===== config.mk =====
export PLATFORM = sky130hd
export DESIGN_NAME = peripheral_subsystem
export DESIGN_NICKNAME = d
export VERILOG_FILES = /design/src/verilog/periph_pkg.sv /design/src/verilog/obi_to_reg.sv /design/src/verilog/reg_demux.sv /design/src/verilog/gpio.sv /design/src/verilog/rv_timer.sv /design/src/verilog/irq_ctrl.sv /design/src/verilog/peripheral_subsystem.sv
export SDC_FILE = /design/constraint.sdc
export NUM_CORES = 1
export LEC_CHECK = 0
export ABC_CLOCK_PERIOD_IN_PS = 4000
export BUFFER_PORTS_ARGS = -buffer_cell sky130_fd_sc_hd__buf_2
export CAP_MARGIN = 20
export CORE_MARGIN = 2
export CORE_UTILIZATION = 45
export DETAILED_ROUTE_END_ITERATION = 12
export GPL_TIMING_DRIVEN = 0
export PLACE_DENSITY = 0.69
export RECOVER_POWER = 100
export SLEW_MARGIN = 20
export SYNTH_ARGS = -nofsm -noshare
export SYNTH_HDL_FRONTEND = slang
export SYNTH_HIERARCHICAL = 1
export SYNTH_SLANG_ARGS = --single-unit
export TNS_END_PERCENT = 1

===== constraint.sdc =====
create_clock -name clk_i -period 4 [get_ports clk_i]
set_input_delay 0.2 -clock clk_i [delete_from_list [all_inputs] [get_ports clk_i]]
set_output_delay 0.2 -clock clk_i [all_outputs]
set_load 0.02 [all_outputs]

===== src/verilog/periph_pkg.sv =====
//////////////////////////////////////////////////////////////////////
// Address map, register offsets, bus structs and write-strobe helpers
// for the peripheral subsystem
//////////////////////////////////////////////////////////////////////
package periph_pkg;

  localparam int ADDR_WIDTH = 32;
  localparam int DATA_WIDTH = 32;
  localparam int STRB_WIDTH = DATA_WIDTH / 8;

  typedef struct packed {
    logic                  req;
    logic                  we;
    logic [STRB_WIDTH-1:0] be;
    logic [ADDR_WIDTH-1:0] addr;
    logic [DATA_WIDTH-1:0] wdata;
  } obi_req_t;

  typedef struct packed {
    logic                  gnt;
    logic                  rvalid;
    logic                  err;
    logic [DATA_WIDTH-1:0] rdata;
  } obi_resp_t;

  typedef struct packed {
    logic                  valid;
    logic                  write;
    logic [STRB_WIDTH-1:0] wstrb;
    logic [ADDR_WIDTH-1:0] addr;
    logic [DATA_WIDTH-1:0] wdata;
  } reg_req_t;

  typedef struct packed {
    logic                  ready;
    logic                  error;
    logic [DATA_WIDTH-1:0] rdata;
  } reg_rsp_t;

  // Targets and address map
  localparam int NUM_PERIPH   = 3;
  localparam int IRQ_CTRL_IDX = 0;
  localparam int GPIO_IDX     = 1;
  localparam int TIMER_IDX    = 2;

  localparam logic [ADDR_WIDTH-1:0] IRQ_CTRL_BASE = 32'h2000_0000;
  localparam logic [ADDR_WIDTH-1:0] GPIO_BASE     = 32'h2000_1000;
  localparam logic [ADDR_WIDTH-1:0] TIMER_BASE    = 32'h2000_2000;
  // Power of two, bases aligned to it
  localparam logic [ADDR_WIDTH-1:0] PERIPH_WINDOW = 32'h0000_1000;
  localparam int OFFSET_WIDTH = $clog2(PERIPH_WINDOW);

  // Indexed by target index
  localparam logic [NUM_PERIPH-1:0][ADDR_WIDTH-1:0] PERIPH_BASE =
    {TIMER_BASE, GPIO_BASE, IRQ_CTRL_BASE};

  // GPIO
  localparam int GPIO_WIDTH = 32;
  localparam logic [OFFSET_WIDTH-1:0] GPIO_DATA_IN     = 'h00;
  localparam logic [OFFSET_WIDTH-1:0] GPIO_DATA_OUT    = 'h04;
  localparam logic [OFFSET_WIDTH-1:0] GPIO_OUT_EN      = 'h08;
  localparam logic [OFFSET_WIDTH-1:0] GPIO_INTR_EN     = 'h0C;
  localparam logic [OFFSET_WIDTH-1:0] GPIO_INTR_STATUS = 'h10;

  // Timer
  localparam int MTIME_WIDTH    = 64;
  localparam int PRESCALE_WIDTH = 8;
  localparam logic [OFFSET_WIDTH-1:0] TIMER_MTIME_LO = 'h00;
  localparam logic [OFFSET_WIDTH-1:0] TIMER_MTIME_HI = 'h04;
  localparam logic [OFFSET_WIDTH-1:0] TIMER_CMP_LO   = 'h08;
  localparam logic [OFFSET_WIDTH-1:0] TIMER_CMP_HI   = 'h0C;
  localparam logic [OFFSET_WIDTH-1:0] TIMER_CTRL     = 'h10;

  // Interrupt controller
  localparam int NUM_EXT_IRQ  = 5;
  localparam int NUM_IRQ_SRC  = 8;
  localparam int IRQ_ID_WIDTH = 3;
  localparam logic [OFFSET_WIDTH-1:0] IRQ_PENDING = 'h00;
  localparam logic [OFFSET_WIDTH-1:0] IRQ_ENABLE  = 'h04;
  localparam logic [OFFSET_WIDTH-1:0] IRQ_CLAIM   = 'h08;
  localparam logic [OFFSET_WIDTH-1:0] IRQ_MSIP    = 'h0C;

  function automatic logic [DATA_WIDTH-1:0] strb_mask(input logic [STRB_WIDTH-1:0] strb);
    logic [DATA_WIDTH-1:0] mask;
    for (int i = 0; i < STRB_WIDTH; i++) begin
      mask[8*i +: 8] = {8{strb[i]}};
    end
    return mask;
  endfunction

  // Merge written bytes into an old register value
  function automatic logic [DATA_WIDTH-1:0] apply_wstrb(input logic [DATA_WIDTH-1:0] old,
                                                         input logic [DATA_WIDTH-1:0] wdata,
                                                         input logic [STRB_WIDTH-1:0] strb);
    logic [DATA_WIDTH-1:0] mask;
    mask = strb_mask(strb);
    return (old & ~mask) | (wdata & mask);
  endfunction

endpackage


===== src/verilog/obi_to_reg.sv =====
//////////////////////////////////////////////////////////////////////
// OBI to register-bus bridge, one transfer in flight
//////////////////////////////////////////////////////////////////////
`timescale 1ns/1ps

module obi_to_reg (
  input  logic                  clk_i,
  input  logic                  rst_n_i,
  input  periph_pkg::obi_req_t  obi_req_i,
  output periph_pkg::obi_resp_t obi_resp_o,
  output periph_pkg::reg_req_t  reg_req_o,
  input  periph_pkg::reg_rsp_t  reg_rsp_i
);

  typedef enum logic {ST_IDLE, ST_BUSY} state_e;

  state_e                                state_q;
  logic                                  rvalid_q;
  logic                                  err_q;
  logic [periph_pkg::DATA_WIDTH-1:0]     rdata_q;
  logic                                  we_q;
  logic [periph_pkg::STRB_WIDTH-1:0]     be_q;
  logic [periph_pkg::ADDR_WIDTH-1:0]     addr_q;
  logic [periph_pkg::DATA_WIDTH-1:0]     wdata_q;
  logic                                  accept;
  logic                                  done;

  assign accept = obi_req_i.req && (state_q == ST_IDLE);
  assign done   = (state_q == ST_BUSY) && reg_rsp_i.ready;

  always_ff @(posedge clk_i or negedge rst_n_i) begin
    if (!rst_n_i) begin
      state_q  <= ST_IDLE;
      rvalid_q <= 1'b0;
    end else begin
      rvalid_q <= done;
      if (accept) begin
        state_q <= ST_BUSY;
      end else if (done) begin
        state_q <= ST_IDLE;
      end
    end
  end

  // Request and response payload
  always_ff @(posedge clk_i) begin
    if (accept) begin
      we_q    <= obi_req_i.we;
      be_q    <= obi_req_i.be;
      addr_q  <= obi_req_i.addr;
      wdata_q <= obi_req_i.wdata;
    end
    if (done) begin
      rdata_q <= reg_rsp_i.rdata;
      err_q   <= reg_rsp_i.error;
    end
  end

  assign reg_req_o = '{valid: (state_q == ST_BUSY), write: we_q, wstrb: be_q,
                       addr: addr_q, wdata: wdata_q};

  // Grant again in the rvalid cycle
  assign obi_resp_o = '{gnt: (state_q == ST_IDLE), rvalid: rvalid_q, err: err_q,
                        rdata: rdata_q};

  // A response only closes a transfer that held the grant low
  rvalid_needs_transfer: assert property (@(posedge clk_i) disable iff (!rst_n_i)
    obi_resp_o.rvalid |-> $past(!obi_resp_o.gnt));

  req_stable_until_ready: assert property (@(posedge clk_i) disable iff (!rst_n_i)
    reg_req_o.valid && !reg_rsp_i.ready |=> $stable(reg_req_o));

endmodule


===== src/verilog/reg_demux.sv =====
//////////////////////////////////////////////////////////////////////
// Register-bus address decoder and demultiplexer with error response
//////////////////////////////////////////////////////////////////////
`timescale 1ns/1ps

module reg_demux (
  input  periph_pkg::reg_req_t                             reg_req_i,
  output periph_pkg::reg_rsp_t                             reg_rsp_o,
  output periph_pkg::reg_req_t [periph_pkg::NUM_PERIPH-1:0] periph_req_o,
  input  periph_pkg::reg_rsp_t [periph_pkg::NUM_PERIPH-1:0] periph_rsp_i
);

  logic [periph_pkg::NUM_PERIPH-1:0] hit;
  logic [periph_pkg::NUM_PERIPH-1:0] fwd_valid;
  logic [periph_pkg::ADDR_WIDTH-1:0] win_addr;

  // Window base of the incoming address
  assign win_addr = reg_req_i.addr & ~(periph_pkg::PERIPH_WINDOW - 1);

  always_comb begin
    for (int i = 0; i < periph_pkg::NUM_PERIPH; i++) begin
      hit[i]                = (win_addr == periph_pkg::PERIPH_BASE[i]);
      fwd_valid[i]          = reg_req_i.valid && hit[i];
      periph_req_o[i]       = reg_req_i;
      periph_req_o[i].valid = fwd_valid[i];
    end
  end

  always_comb begin
    // Miss answered here
    reg_rsp_o = '{ready: reg_req_i.valid, error: 1'b1, rdata: '0};
    for (int i = 0; i < periph_pkg::NUM_PERIPH; i++) begin
      if (hit[i]) begin
        reg_rsp_o = periph_rsp_i[i];
      end
    end
  end

  always_comb begin
    one_port_valid: assert #0 ($onehot0(fwd_valid));
  end

endmodule


===== src/verilog/gpio.sv =====
//////////////////////////////////////////////////////////////////////
// GPIO with input synchronizers, output enables, rising-edge interrupts
//////////////////////////////////////////////////////////////////////
`timescale 1ns/1ps

module gpio (
  input  logic                              clk_i,
  input  logic                              rst_n_i,
  input  periph_pkg::reg_req_t              reg_req_i,
  output periph_pkg::reg_rsp_t              reg_rsp_o,
  input  logic [periph_pkg::GPIO_WIDTH-1:0] gpio_i,
  output logic [periph_pkg::GPIO_WIDTH-1:0] gpio_o,
  output logic [periph_pkg::GPIO_WIDTH-1:0] gpio_en_o,
  output logic                              irq_o
);

  logic [periph_pkg::GPIO_WIDTH-1:0]   sync1_q;
  logic [periph_pkg::GPIO_WIDTH-1:0]   sync2_q;
  logic [periph_pkg::GPIO_WIDTH-1:0]   prev_q;
  logic [periph_pkg::GPIO_WIDTH-1:0]   data_out_q;
  logic [periph_pkg::GPIO_WIDTH-1:0]   out_en_q;
  logic [periph_pkg::GPIO_WIDTH-1:0]   intr_en_q;
  logic [periph_pkg::GPIO_WIDTH-1:0]   status_q;
  logic [periph_pkg::GPIO_WIDTH-1:0]   rise;
  logic [periph_pkg::GPIO_WIDTH-1:0]   status_clr;
  logic [periph_pkg::OFFSET_WIDTH-1:0] offset;
  logic                                wr;

  assign offset = reg_req_i.addr[periph_pkg::OFFSET_WIDTH-1:0];
  assign wr     = reg_req_i.valid && reg_req_i.write;
  assign rise   = sync2_q & ~prev_q & intr_en_q;

  // Write 1 to clear, only in strobed bytes
  assign status_clr = (wr && offset == periph_pkg::GPIO_INTR_STATUS) ?
                      reg_req_i.wdata & periph_pkg::strb_mask(reg_req_i.wstrb) : '0;

  always_ff @(posedge clk_i or negedge rst_n_i) begin
    if (!rst_n_i) begin
      sync1_q    <= '0;
      sync2_q    <= '0;
      prev_q     <= '0;
      data_out_q <= '0;
      out_en_q   <= '0;
      intr_en_q  <= '0;
      status_q   <= '0;
    end else begin
      sync1_q  <= gpio_i;
      sync2_q  <= sync1_q;
      prev_q   <= sync2_q;
      // New edge wins over a clear
      status_q <= (status_q & ~status_clr) | rise;
      if (wr && offset == periph_pkg::GPIO_DATA_OUT) begin
        data_out_q <= periph_pkg::apply_wstrb(data_out_q, reg_req_i.wdata, reg_req_i.wstrb);
      end
      if (wr && offset == periph_pkg::GPIO_OUT_EN) begin
        out_en_q <= periph_pkg::apply_wstrb(out_en_q, reg_req_i.wdata, reg_req_i.wstrb);
      end
      if (wr && offset == periph_pkg::GPIO_INTR_EN) begin
        intr_en_q <= periph_pkg::apply_wstrb(intr_en_q, reg_req_i.wdata, reg_req_i.wstrb);
      end
    end
  end

  always_comb begin
    reg_rsp_o.ready = reg_req_i.valid;
    reg_rsp_o.error = 1'b0;
    case (offset)
      periph_pkg::GPIO_DATA_IN:     reg_rsp_o.rdata = sync2_q;
      periph_pkg::GPIO_DATA_OUT:    reg_rsp_o.rdata = data_out_q;
      periph_pkg::GPIO_OUT_EN:      reg_rsp_o.rdata = out_en_q;
      periph_pkg::GPIO_INTR_EN:     reg_rsp_o.rdata = intr_en_q;
      periph_pkg::GPIO_INTR_STATUS: reg_rsp_o.rdata = status_q;
      default:                      reg_rsp_o.rdata = '0;
    endcase
  end

  assign gpio_o    = data_out_q;
  assign gpio_en_o = out_en_q;
  assign irq_o     = |status_q;

endmodule


===== src/verilog/rv_timer.sv =====
//////////////////////////////////////////////////////////////////////
// Machine timer with prescaler, 64-bit mtime and compare
//////////////////////////////////////////////////////////////////////
`timescale 1ns/1ps

module rv_timer (
  input  logic                 clk_i,
  input  logic                 rst_n_i,
  input  periph_pkg::reg_req_t reg_req_i,
  output periph_pkg::reg_rsp_t reg_rsp_o,
  output logic                 irq_o
);

  logic [periph_pkg::MTIME_WIDTH-1:0]    mtime_q;
  logic [periph_pkg::MTIME_WIDTH-1:0]    mtime_nxt;
  logic [periph_pkg::MTIME_WIDTH-1:0]    cmp_q;
  logic [periph_pkg::PRESCALE_WIDTH-1:0] prescale_q;
  logic [periph_pkg::PRESCALE_WIDTH-1:0] presc_cnt_q;
  logic                                  enable_q;
  logic                                  tick;
  logic [periph_pkg::OFFSET_WIDTH-1:0]   offset;
  logic                                  wr;

  assign offset = reg_req_i.addr[periph_pkg::OFFSET_WIDTH-1:0];
  assign wr     = reg_req_i.valid && reg_req_i.write;
  // One tick every prescale+1 cycles
  assign tick   = enable_q && (presc_cnt_q == prescale_q);

  always_comb begin
    mtime_nxt = mtime_q + periph_pkg::MTIME_WIDTH'(tick);
    // Software write overrides the count in that half
    if (wr && offset == periph_pkg::TIMER_MTIME_LO) begin
      mtime_nxt[31:0] = periph_pkg::apply_wstrb(mtime_q[31:0], reg_req_i.wdata, reg_req_i.wstrb);
    end
    if (wr && offset == periph_pkg::TIMER_MTIME_HI) begin
      mtime_nxt[63:32] = periph_pkg::apply_wstrb(mtime_q[63:32], reg_req_i.wdata,
                                                 reg_req_i.wstrb);
    end
  end

  always_ff @(posedge clk_i or negedge rst_n_i) begin
    if (!rst_n_i) begin
      mtime_q     <= '0;
      cmp_q       <= '1;
      enable_q    <= 1'b0;
      prescale_q  <= '0;
      presc_cnt_q <= '0;
    end else begin
      mtime_q <= mtime_nxt;
      if (!enable_q || tick) begin
        presc_cnt_q <= '0;
      end else begin
        presc_cnt_q <= presc_cnt_q + 1'b1;
      end
      if (wr && offset == periph_pkg::TIMER_CMP_LO) begin
        cmp_q[31:0] <= periph_pkg::apply_wstrb(cmp_q[31:0], reg_req_i.wdata, reg_req_i.wstrb);
      end
      if (wr && offset == periph_pkg::TIMER_CMP_HI) begin
        cmp_q[63:32] <= periph_pkg::apply_wstrb(cmp_q[63:32], reg_req_i.wdata, reg_req_i.wstrb);
      end
      if (wr && offset == periph_pkg::TIMER_CTRL) begin
        if (reg_req_i.wstrb[0]) enable_q <= reg_req_i.wdata[0];
        if (reg_req_i.wstrb[1]) prescale_q <= reg_req_i.wdata[15:8];
      end
    end
  end

  always_comb begin
    reg_rsp_o.ready = reg_req_i.valid;
    reg_rsp_o.error = 1'b0;
    case (offset)
      periph_pkg::TIMER_MTIME_LO: reg_rsp_o.rdata = mtime_q[31:0];
      periph_pkg::TIMER_MTIME_HI: reg_rsp_o.rdata = mtime_q[63:32];
      periph_pkg::TIMER_CMP_LO:   reg_rsp_o.rdata = cmp_q[31:0];
      periph_pkg::TIMER_CMP_HI:   reg_rsp_o.rdata = cmp_q[63:32];
      periph_pkg::TIMER_CTRL:     reg_rsp_o.rdata = {16'b0, prescale_q, 7'b0, enable_q};
      default:                    reg_rsp_o.rdata = '0;
    endcase
  end

  assign irq_o = (mtime_q >= cmp_q);

endmodule


===== src/verilog/irq_ctrl.sv =====
//////////////////////////////////////////////////////////////////////
// Interrupt controller with gateways, claim/complete and MSIP
//////////////////////////////////////////////////////////////////////
`timescale 1ns/1ps

module irq_ctrl (
  input  logic                               clk_i,
  input  logic                               rst_n_i,
  input  periph_pkg::reg_req_t               reg_req_i,
  output periph_pkg::reg_rsp_t               reg_rsp_o,
  input  logic [periph_pkg::NUM_IRQ_SRC-1:0] irq_src_i,
  output logic                               irq_o,
  output logic                               msip_o
);

  localparam int N = periph_pkg::NUM_IRQ_SRC;

  logic [N-1:0]                        pending_q;
  logic [N-1:0]                        enable_q;
  logic [N-1:0]                        in_service_q;
  logic [N-1:0]                        active;
  logic [N-1:0]                        gw_set;
  logic [N-1:0]                        claim_set;
  logic [N-1:0]                        complete_clr;
  logic [periph_pkg::IRQ_ID_WIDTH-1:0] claim_id;
  logic [periph_pkg::OFFSET_WIDTH-1:0] offset;
  logic                                msip_q;
  logic                                wr;
  logic                                claim_rd;

  assign offset   = reg_req_i.addr[periph_pkg::OFFSET_WIDTH-1:0];
  assign wr       = reg_req_i.valid && reg_req_i.write;
  assign claim_rd = reg_req_i.valid && !reg_req_i.write && offset == periph_pkg::IRQ_CLAIM;
  assign active   = pending_q & enable_q;

  // Lowest enabled pending ID, 0 when none
  always_comb begin
    claim_id = '0;
    for (int i = N - 1; i > 0; i--) begin
      if (active[i]) claim_id = periph_pkg::IRQ_ID_WIDTH'(i);
    end
  end

  // Gateway, source 0 ignored
  assign gw_set = {irq_src_i[N-1:1] & ~pending_q[N-1:1] & ~in_service_q[N-1:1], 1'b0};

  assign claim_set    = (claim_rd && claim_id != '0) ? (N'(1) << claim_id) : '0;
  assign complete_clr = (wr && offset == periph_pkg::IRQ_CLAIM && reg_req_i.wstrb[0]) ?
                        (N'(1) << reg_req_i.wdata[periph_pkg::IRQ_ID_WIDTH-1:0]) : '0;

  always_ff @(posedge clk_i or negedge rst_n_i) begin
    if (!rst_n_i) begin
      pending_q    <= '0;
      enable_q     <= '0;
      in_service_q <= '0;
      msip_q       <= 1'b0;
    end else begin
      pending_q    <= (pending_q & ~claim_set) | gw_set;
      in_service_q <= (in_service_q & ~complete_clr) | claim_set;
      if (wr && offset == periph_pkg::IRQ_ENABLE) begin
        enable_q <= N'(periph_pkg::apply_wstrb(periph_pkg::DATA_WIDTH'(enable_q),
                                               reg_req_i.wdata, reg_req_i.wstrb));
      end
      if (wr && offset == periph_pkg::IRQ_MSIP && reg_req_i.wstrb[0]) begin
        msip_q <= reg_req_i.wdata[0];
      end
    end
  end

  always_comb begin
    reg_rsp_o.ready = reg_req_i.valid;
    reg_rsp_o.error = 1'b0;
    case (offset)
      periph_pkg::IRQ_PENDING: reg_rsp_o.rdata = periph_pkg::DATA_WIDTH'(pending_q);
      periph_pkg::IRQ_ENABLE:  reg_rsp_o.rdata = periph_pkg::DATA_WIDTH'(enable_q);
      periph_pkg::IRQ_CLAIM:   reg_rsp_o.rdata = periph_pkg::DATA_WIDTH'(claim_id);
      periph_pkg::IRQ_MSIP:    reg_rsp_o.rdata = periph_pkg::DATA_WIDTH'(msip_q);
      default:                 reg_rsp_o.rdata = '0;
    endcase
  end

  assign irq_o  = |active;
  assign msip_o = msip_q;

  claim_in_range: assert property (@(posedge clk_i) disable iff (!rst_n_i)
    claim_rd |-> int'(claim_id) < N);

  src0_never_pending: assert property (@(posedge clk_i) disable iff (!rst_n_i)
    !pending_q[0]);

endmodule


===== src/verilog/peripheral_subsystem.sv =====
//////////////////////////////////////////////////////////////////////
// Peripheral subsystem top with bridge, demux, GPIO, timer and IRQs
//////////////////////////////////////////////////////////////////////
`timescale 1ns/1ps

module peripheral_subsystem (
  input  logic                               clk_i,
  input  logic                               rst_n_i,
  input  periph_pkg::obi_req_t               slave_req_i,
  output periph_pkg::obi_resp_t              slave_resp_o,
  input  logic [periph_pkg::NUM_EXT_IRQ-1:0] intr_vector_ext_i,
  output logic                               irq_plic_o,
  output logic                               msip_o,
  output logic                               timer_irq_o,
  input  logic [periph_pkg::GPIO_WIDTH-1:0]  gpio_i,
  output logic [periph_pkg::GPIO_WIDTH-1:0]  gpio_o,
  output logic [periph_pkg::GPIO_WIDTH-1:0]  gpio_en_o
);

  periph_pkg::reg_req_t                             periph_req;
  periph_pkg::reg_rsp_t                             periph_rsp;
  periph_pkg::reg_req_t [periph_pkg::NUM_PERIPH-1:0] slv_req;
  periph_pkg::reg_rsp_t [periph_pkg::NUM_PERIPH-1:0] slv_rsp;
  logic                                             gpio_irq;
  logic [periph_pkg::NUM_IRQ_SRC-1:0]               intr_vector;

  // Source 0 tied low, then GPIO, timer, external lines
  assign intr_vector = {intr_vector_ext_i, timer_irq_o, gpio_irq, 1'b0};

  obi_to_reg obi_to_reg_i (
    .clk_i,
    .rst_n_i,
    .obi_req_i  (slave_req_i),
    .obi_resp_o (slave_resp_o),
    .reg_req_o  (periph_req),
    .reg_rsp_i  (periph_rsp)
  );

  reg_demux reg_demux_i (
    .reg_req_i    (periph_req),
    .reg_rsp_o    (periph_rsp),
    .periph_req_o (slv_req),
    .periph_rsp_i (slv_rsp)
  );

  irq_ctrl irq_ctrl_i (
    .clk_i,
    .rst_n_i,
    .reg_req_i (slv_req[periph_pkg::IRQ_CTRL_IDX]),
    .reg_rsp_o (slv_rsp[periph_pkg::IRQ_CTRL_IDX]),
    .irq_src_i (intr_vector),
    .irq_o     (irq_plic_o),
    .msip_o
  );

  gpio gpio_periph_i (
    .clk_i,
    .rst_n_i,
    .reg_req_i (slv_req[periph_pkg::GPIO_IDX]),
    .reg_rsp_o (slv_rsp[periph_pkg::GPIO_IDX]),
    .gpio_i,
    .gpio_o,
    .gpio_en_o,
    .irq_o     (gpio_irq)
  );

  rv_timer rv_timer_i (
    .clk_i,
    .rst_n_i,
    .reg_req_i (slv_req[periph_pkg::TIMER_IDX]),
    .reg_rsp_o (slv_rsp[periph_pkg::TIMER_IDX]),
    .irq_o     (timer_irq_o)
  );

endmodule


# ---- Yosys cells after proc, flatten, opt, wreduce, memory -nomap -nowiden
# Cells that the tools add are included.
dict set report classes {
  magnitude_cmp 1
  n_shift 2
  reduce_logical 37
  addsub 2
  bitwise 36
  muxes 21
  n_eq_ne 8
}
# operator n
set op_table {}
lappend op_table {{32-bit AND} 11}
lappend op_table {{32-bit case mux with 5 select lines} 2}
lappend op_table {{32-bit OR} 8}
lappend op_table {{34-bit 2-to-1 mux} 3}
lappend op_table {{32-bit 2-to-1 mux} 3}
lappend op_table {{32-bit NOT} 3}
lappend op_table {{64-bit by 1-bit adder with 64-bit output} 1}
lappend op_table {{64-bit greater-or-equal comparator} 1}
lappend op_table {{20-bit by 18-bit == test with 1-bit output (second input constant)} 3}
lappend op_table {{8-bit AND} 4}
lappend op_table {{8-bit case mux with 4 select lines} 1}
lappend op_table {{32-bit OR reduction} 1}
lappend op_table {{1-bit logical AND} 26}
lappend op_table {{12-bit by 4-bit == test with 1-bit output (second input constant)} 2}
lappend op_table {{8-bit 2-to-1 mux} 3}
lappend op_table {{8-bit OR} 3}
lappend op_table {{3-bit 2-to-1 mux} 7}
lappend op_table {{8-bit NOT} 2}
lappend op_table {{1-bit by 3-bit left shift with 8-bit output (first input constant)} 2}
lappend op_table {{7-bit AND} 2}
lappend op_table {{7-bit NOT} 2}
lappend op_table {{12-bit by 3-bit == test with 1-bit output (second input constant)} 1}
lappend op_table {{12-bit by 5-bit == test with 1-bit output (second input constant)} 1}
lappend op_table {{12-bit logical NOT} 1}
lappend op_table {{other kinds (11)} 14}
dict set report totals {
  register_bits 498
}

# ---- Depth between registers and ports, before layout
dict set report logic_depth {
  word_depth 15
  mapped_depth 14
  ltp_nobuf 11
}

# ---- Modules after synthesis
# Netlist, hierarchy kept.
# module area_per_inst_um2 instances cells_each seq_area_each_um2
set by_module_without_submodules {}
lappend by_module_without_submodules {rv_timer 9938.3 1 1046 3708.6}
lappend by_module_without_submodules {gpio 9278.9 1 664 5605.4}
lappend by_module_without_submodules {obi_to_reg 3174.3 1 113 3113.0}
lappend by_module_without_submodules {reg_demux 2622.5 1 308 0.0}
lappend by_module_without_submodules {irq_ctrl 1529.0 1 169 600.6}
lappend by_module_without_submodules {peripheral_subsystem 3.8 1 1 0.0}

# ---- Worst setup path after synthesis
# OpenSTA, ideal clock, no wires.
dict set report synth_timing {
  path_kind {register -> register}
  start {register obi_to_reg_i/addr_q[28] (netlist name)}
  end {register (tool-made name)}
  required_ns 3.875
  path_stages_with_launch 11
  slack_ns 0.967
  n_path_buf 3
  setup_ns 0.125
  synth_period_minus_slack_ns 3.033
  arrival_time_ns 2.909
  cell_sequence {edfxtp_1 nor4b_2 nand3_1 or3_1 buf_6 buf_8 nor3_2 clkbuf_1 nand4_1 nor4_4 mux2_2}
}
# element line_no
set synth_rtl {}
lappend synth_rtl {{from (decl)} obi_to_reg.sv:23} ;# logic [periph_pkg::ADDR_WIDTH-1:0] addr_q;
lappend synth_rtl {{from (signal assigned)} obi_to_reg.sv:50} ;# addr_q <= obi_req_i.addr;

==> flow_summary_export.csv <==
group,metric,value,unit
pwr,ir_worst_vdd,0.326,mV
pwr,power,13200,uW
global_routing,antenna_found_initial,0,
die,die_w,244,um
timing,fmax,257,MHz
die,io_pins,211,
cells_and_area,final_nets,2794,
worst_setup_path,critPathArrivalTime,4420,ps
timing,fin_crit,3890,ps
placed_design,place_ws,-71.4,ps
cells_and_area,drive_above_1_share,0.278,
worst_setup_path,cp.depth,10,
global_routing,grt_start_max_net_pins,85,
timing,slew_headroom,-1.02,
cts,clock_latency,640,ps
worst_setup_path,path_max_fanout,10,
timing,rsz0062_at_grt,"yes",
detailed_routing,firstDrtPassIters,6,
cts,cts_max_level,2,
placed_design,dpl.hpwl,60.9,mm
yosys,syn_avg_cell_area,11.7,um2
global_routing,grt-ovfl-total,0,
die,rows,87,
die,start_util,0.457,
cts,cts_buffer_depth,3,
worst_setup_path,worst_path_max_delay_cell,"nor4_4",
detailed_routing,routed_wl,82.8,mm
worst_setup_path,crit_type,"reg2reg",
worst_setup_path,endpoint_kind,"register",
die,dieHeight,244,um
placed_design,gp_congestion,0.958,
detailed_routing,routed_via_density,5.85,
detailed_routing,drt-initial-drc-count,1864,
cts,numCtsBuffers,55,
die,die_area,59500,um2
worst_setup_path,path_buf_inv,3,
detailed_routing,wl_per_cell,24.2,um
worst_setup_path,rr_worst_depth,10,
timing,post-route-period-util,0.973,
worst_setup_path,crit_family,"simple AND/OR/NAND/NOR gates",
yosys,syn-cell-area,25900,um2
detailed_routing,postRouteAntennaNets,0,
cts,post_cts_buffers,0,
worst_setup_path,cp_slowest_stage_delay,720,ps
cells_and_area,diodes,0,
pwr,leakagePower,0.0134,uW
worst_setup_path,crit_path_start_kind,"register",
global_routing,first_global_vias,20369,
run_status,violations,"max-capacitance violations, max-slew violations",
cts,clock_sinks,497,
timing,setup_tns,0,ps
yosys,yosysWarnings,6,
job,maxCapViolCount,2,
run_status,outcome,"finished, violations left",
cells_and_area,area_growth,20.0,%
worst_hold_path,hold_path_depth,2,
worst_setup_path,path_cells,"nor4_1 -> nand2_1 -> or3_1 -> buf_6 -> buf_8 -> nor3_2 -> clkbuf_1 -> nand4_1 -> nor4_4 -> mux2_2",
timing,fin_skew,56.6,ps
die,core,56600,um2
cts,path_clk_slew,70,ps
cts,cts-root-buf,"clkbuf_16",
timing,setup_viol,0,
cts,cts_tree,"done",
cells_and_area,final_util,0.549,
worst_hold_path,hp-class,"in2reg",
timing,finalMaxSlewViolations,85,
global_routing,grt_pass1_wl,125,mm
pwr,pwr_density_cell,426,nW/um2
yosys,postSynthCellCount,2213,
worst_setup_path,cp_data_required_time,4520,ps
timing,worst_slack,106,ps
detailed_routing,drc,0,
global_routing,grt_usage,0.276,
placed_design,io_buffers,210,
timing,hold_violations,0,
timing,worst_pin_slew,3030,ps
timing,timing.hold.ws,203,ps
detailed_routing,via_count,20016,
-- power by group --
group | leakage (uW) | internal, uW | switching [uW]
Clock | 0.000984 | 3370 | 2210
Sequential | 0.00600 | 5590 | 284
Combinational | 0.00646 | 645 | 1130
Total | 0.0134 | 9610 | 3620
-- worst register-to-register path: cells and delay by family (launching register included) --
kind | cells | cell delay, ps
flops | 1 | 400
mux | 1 | 420
buf+inv | 3 | 760
simple gates | 6 | 2210
-- cell usage in the layout, fill, tap and decap left out, drive strengths merged, types with 26 or more instances in the layout --
cell type,instances
dfrtp,331
buf,283
clkbuf,257
mux2,217
mux2i,134
inv,127
nand2,116
dlygate4sd3,108
edfxtp,102
nor2,89
o22ai,78
a21oi,75
ha,67
nand3,66
dfstp,64
o21ai,49
nand4,47
nor4,46
o21bai,35
a32oi,33
o2bb2ai,32
conb,27
nor3,26
and3,26
-- routing by layer --
metal | GRT usage | vias to the layer above | routed length (um)
met2 | 0.453 | 893 | 39400
met4 | 0.117 | 0 | 3450
met5 | 0 | - | 0
met1 | 0.365 | 10061 | 34000
li1 | - | 8860 | -
met3 | 0.0401 | 202 | 5940
-- cell type report --
cell class,count,area (um2)
repair buffers,324,2080
plain buffers,246,1620
clock inverters,26,407
inverters,125,469
well taps,756,946
clock buffers,78,1630
multi-input cells,1369,10900
flip-flops and latches,497,13000
fillers,4816,25500
-- per-stage QoR --
stage	instance area [um2]	std cells
after floorplan	26000	2237
after detailed placement	28200	3209
after CTS	31300	3421
final	31100	3421
after global routing	31100	3421
after global placement	28000	3203
-- what timing repair did --
| action | 4_1_cts | 5_1_grt |
|---|---|---|
| hold endpoints to repair | 304 | 0 |
| gates resized for setup | 3 | 6 |
| endpoints found under the setup margin | 7 | 70 |
| hold buffers | 108 | 0 |
-- path summary, 6_finish.rpt --
check                                    startpoint                        end  slack (ps)
setup reg to reg            obi_to_reg_i/addr_q[26]                   register         110
hold reg to reg            gpio_periph_i/sync1_q[1]   gpio_periph_i/sync2_q[1]         350
max in group asynchronous                   rst_n_i   gpio_periph_i/sync2_q[5]         490
setup / recovery            obi_to_reg_i/addr_q[26]                   register         110
hold / removal                           gpio_i[25]  gpio_periph_i/sync1_q[25]         200
min in group asynchronous                   rst_n_i                  async pin        1140
Note: power is estimated with default switching activity, not from simulation.
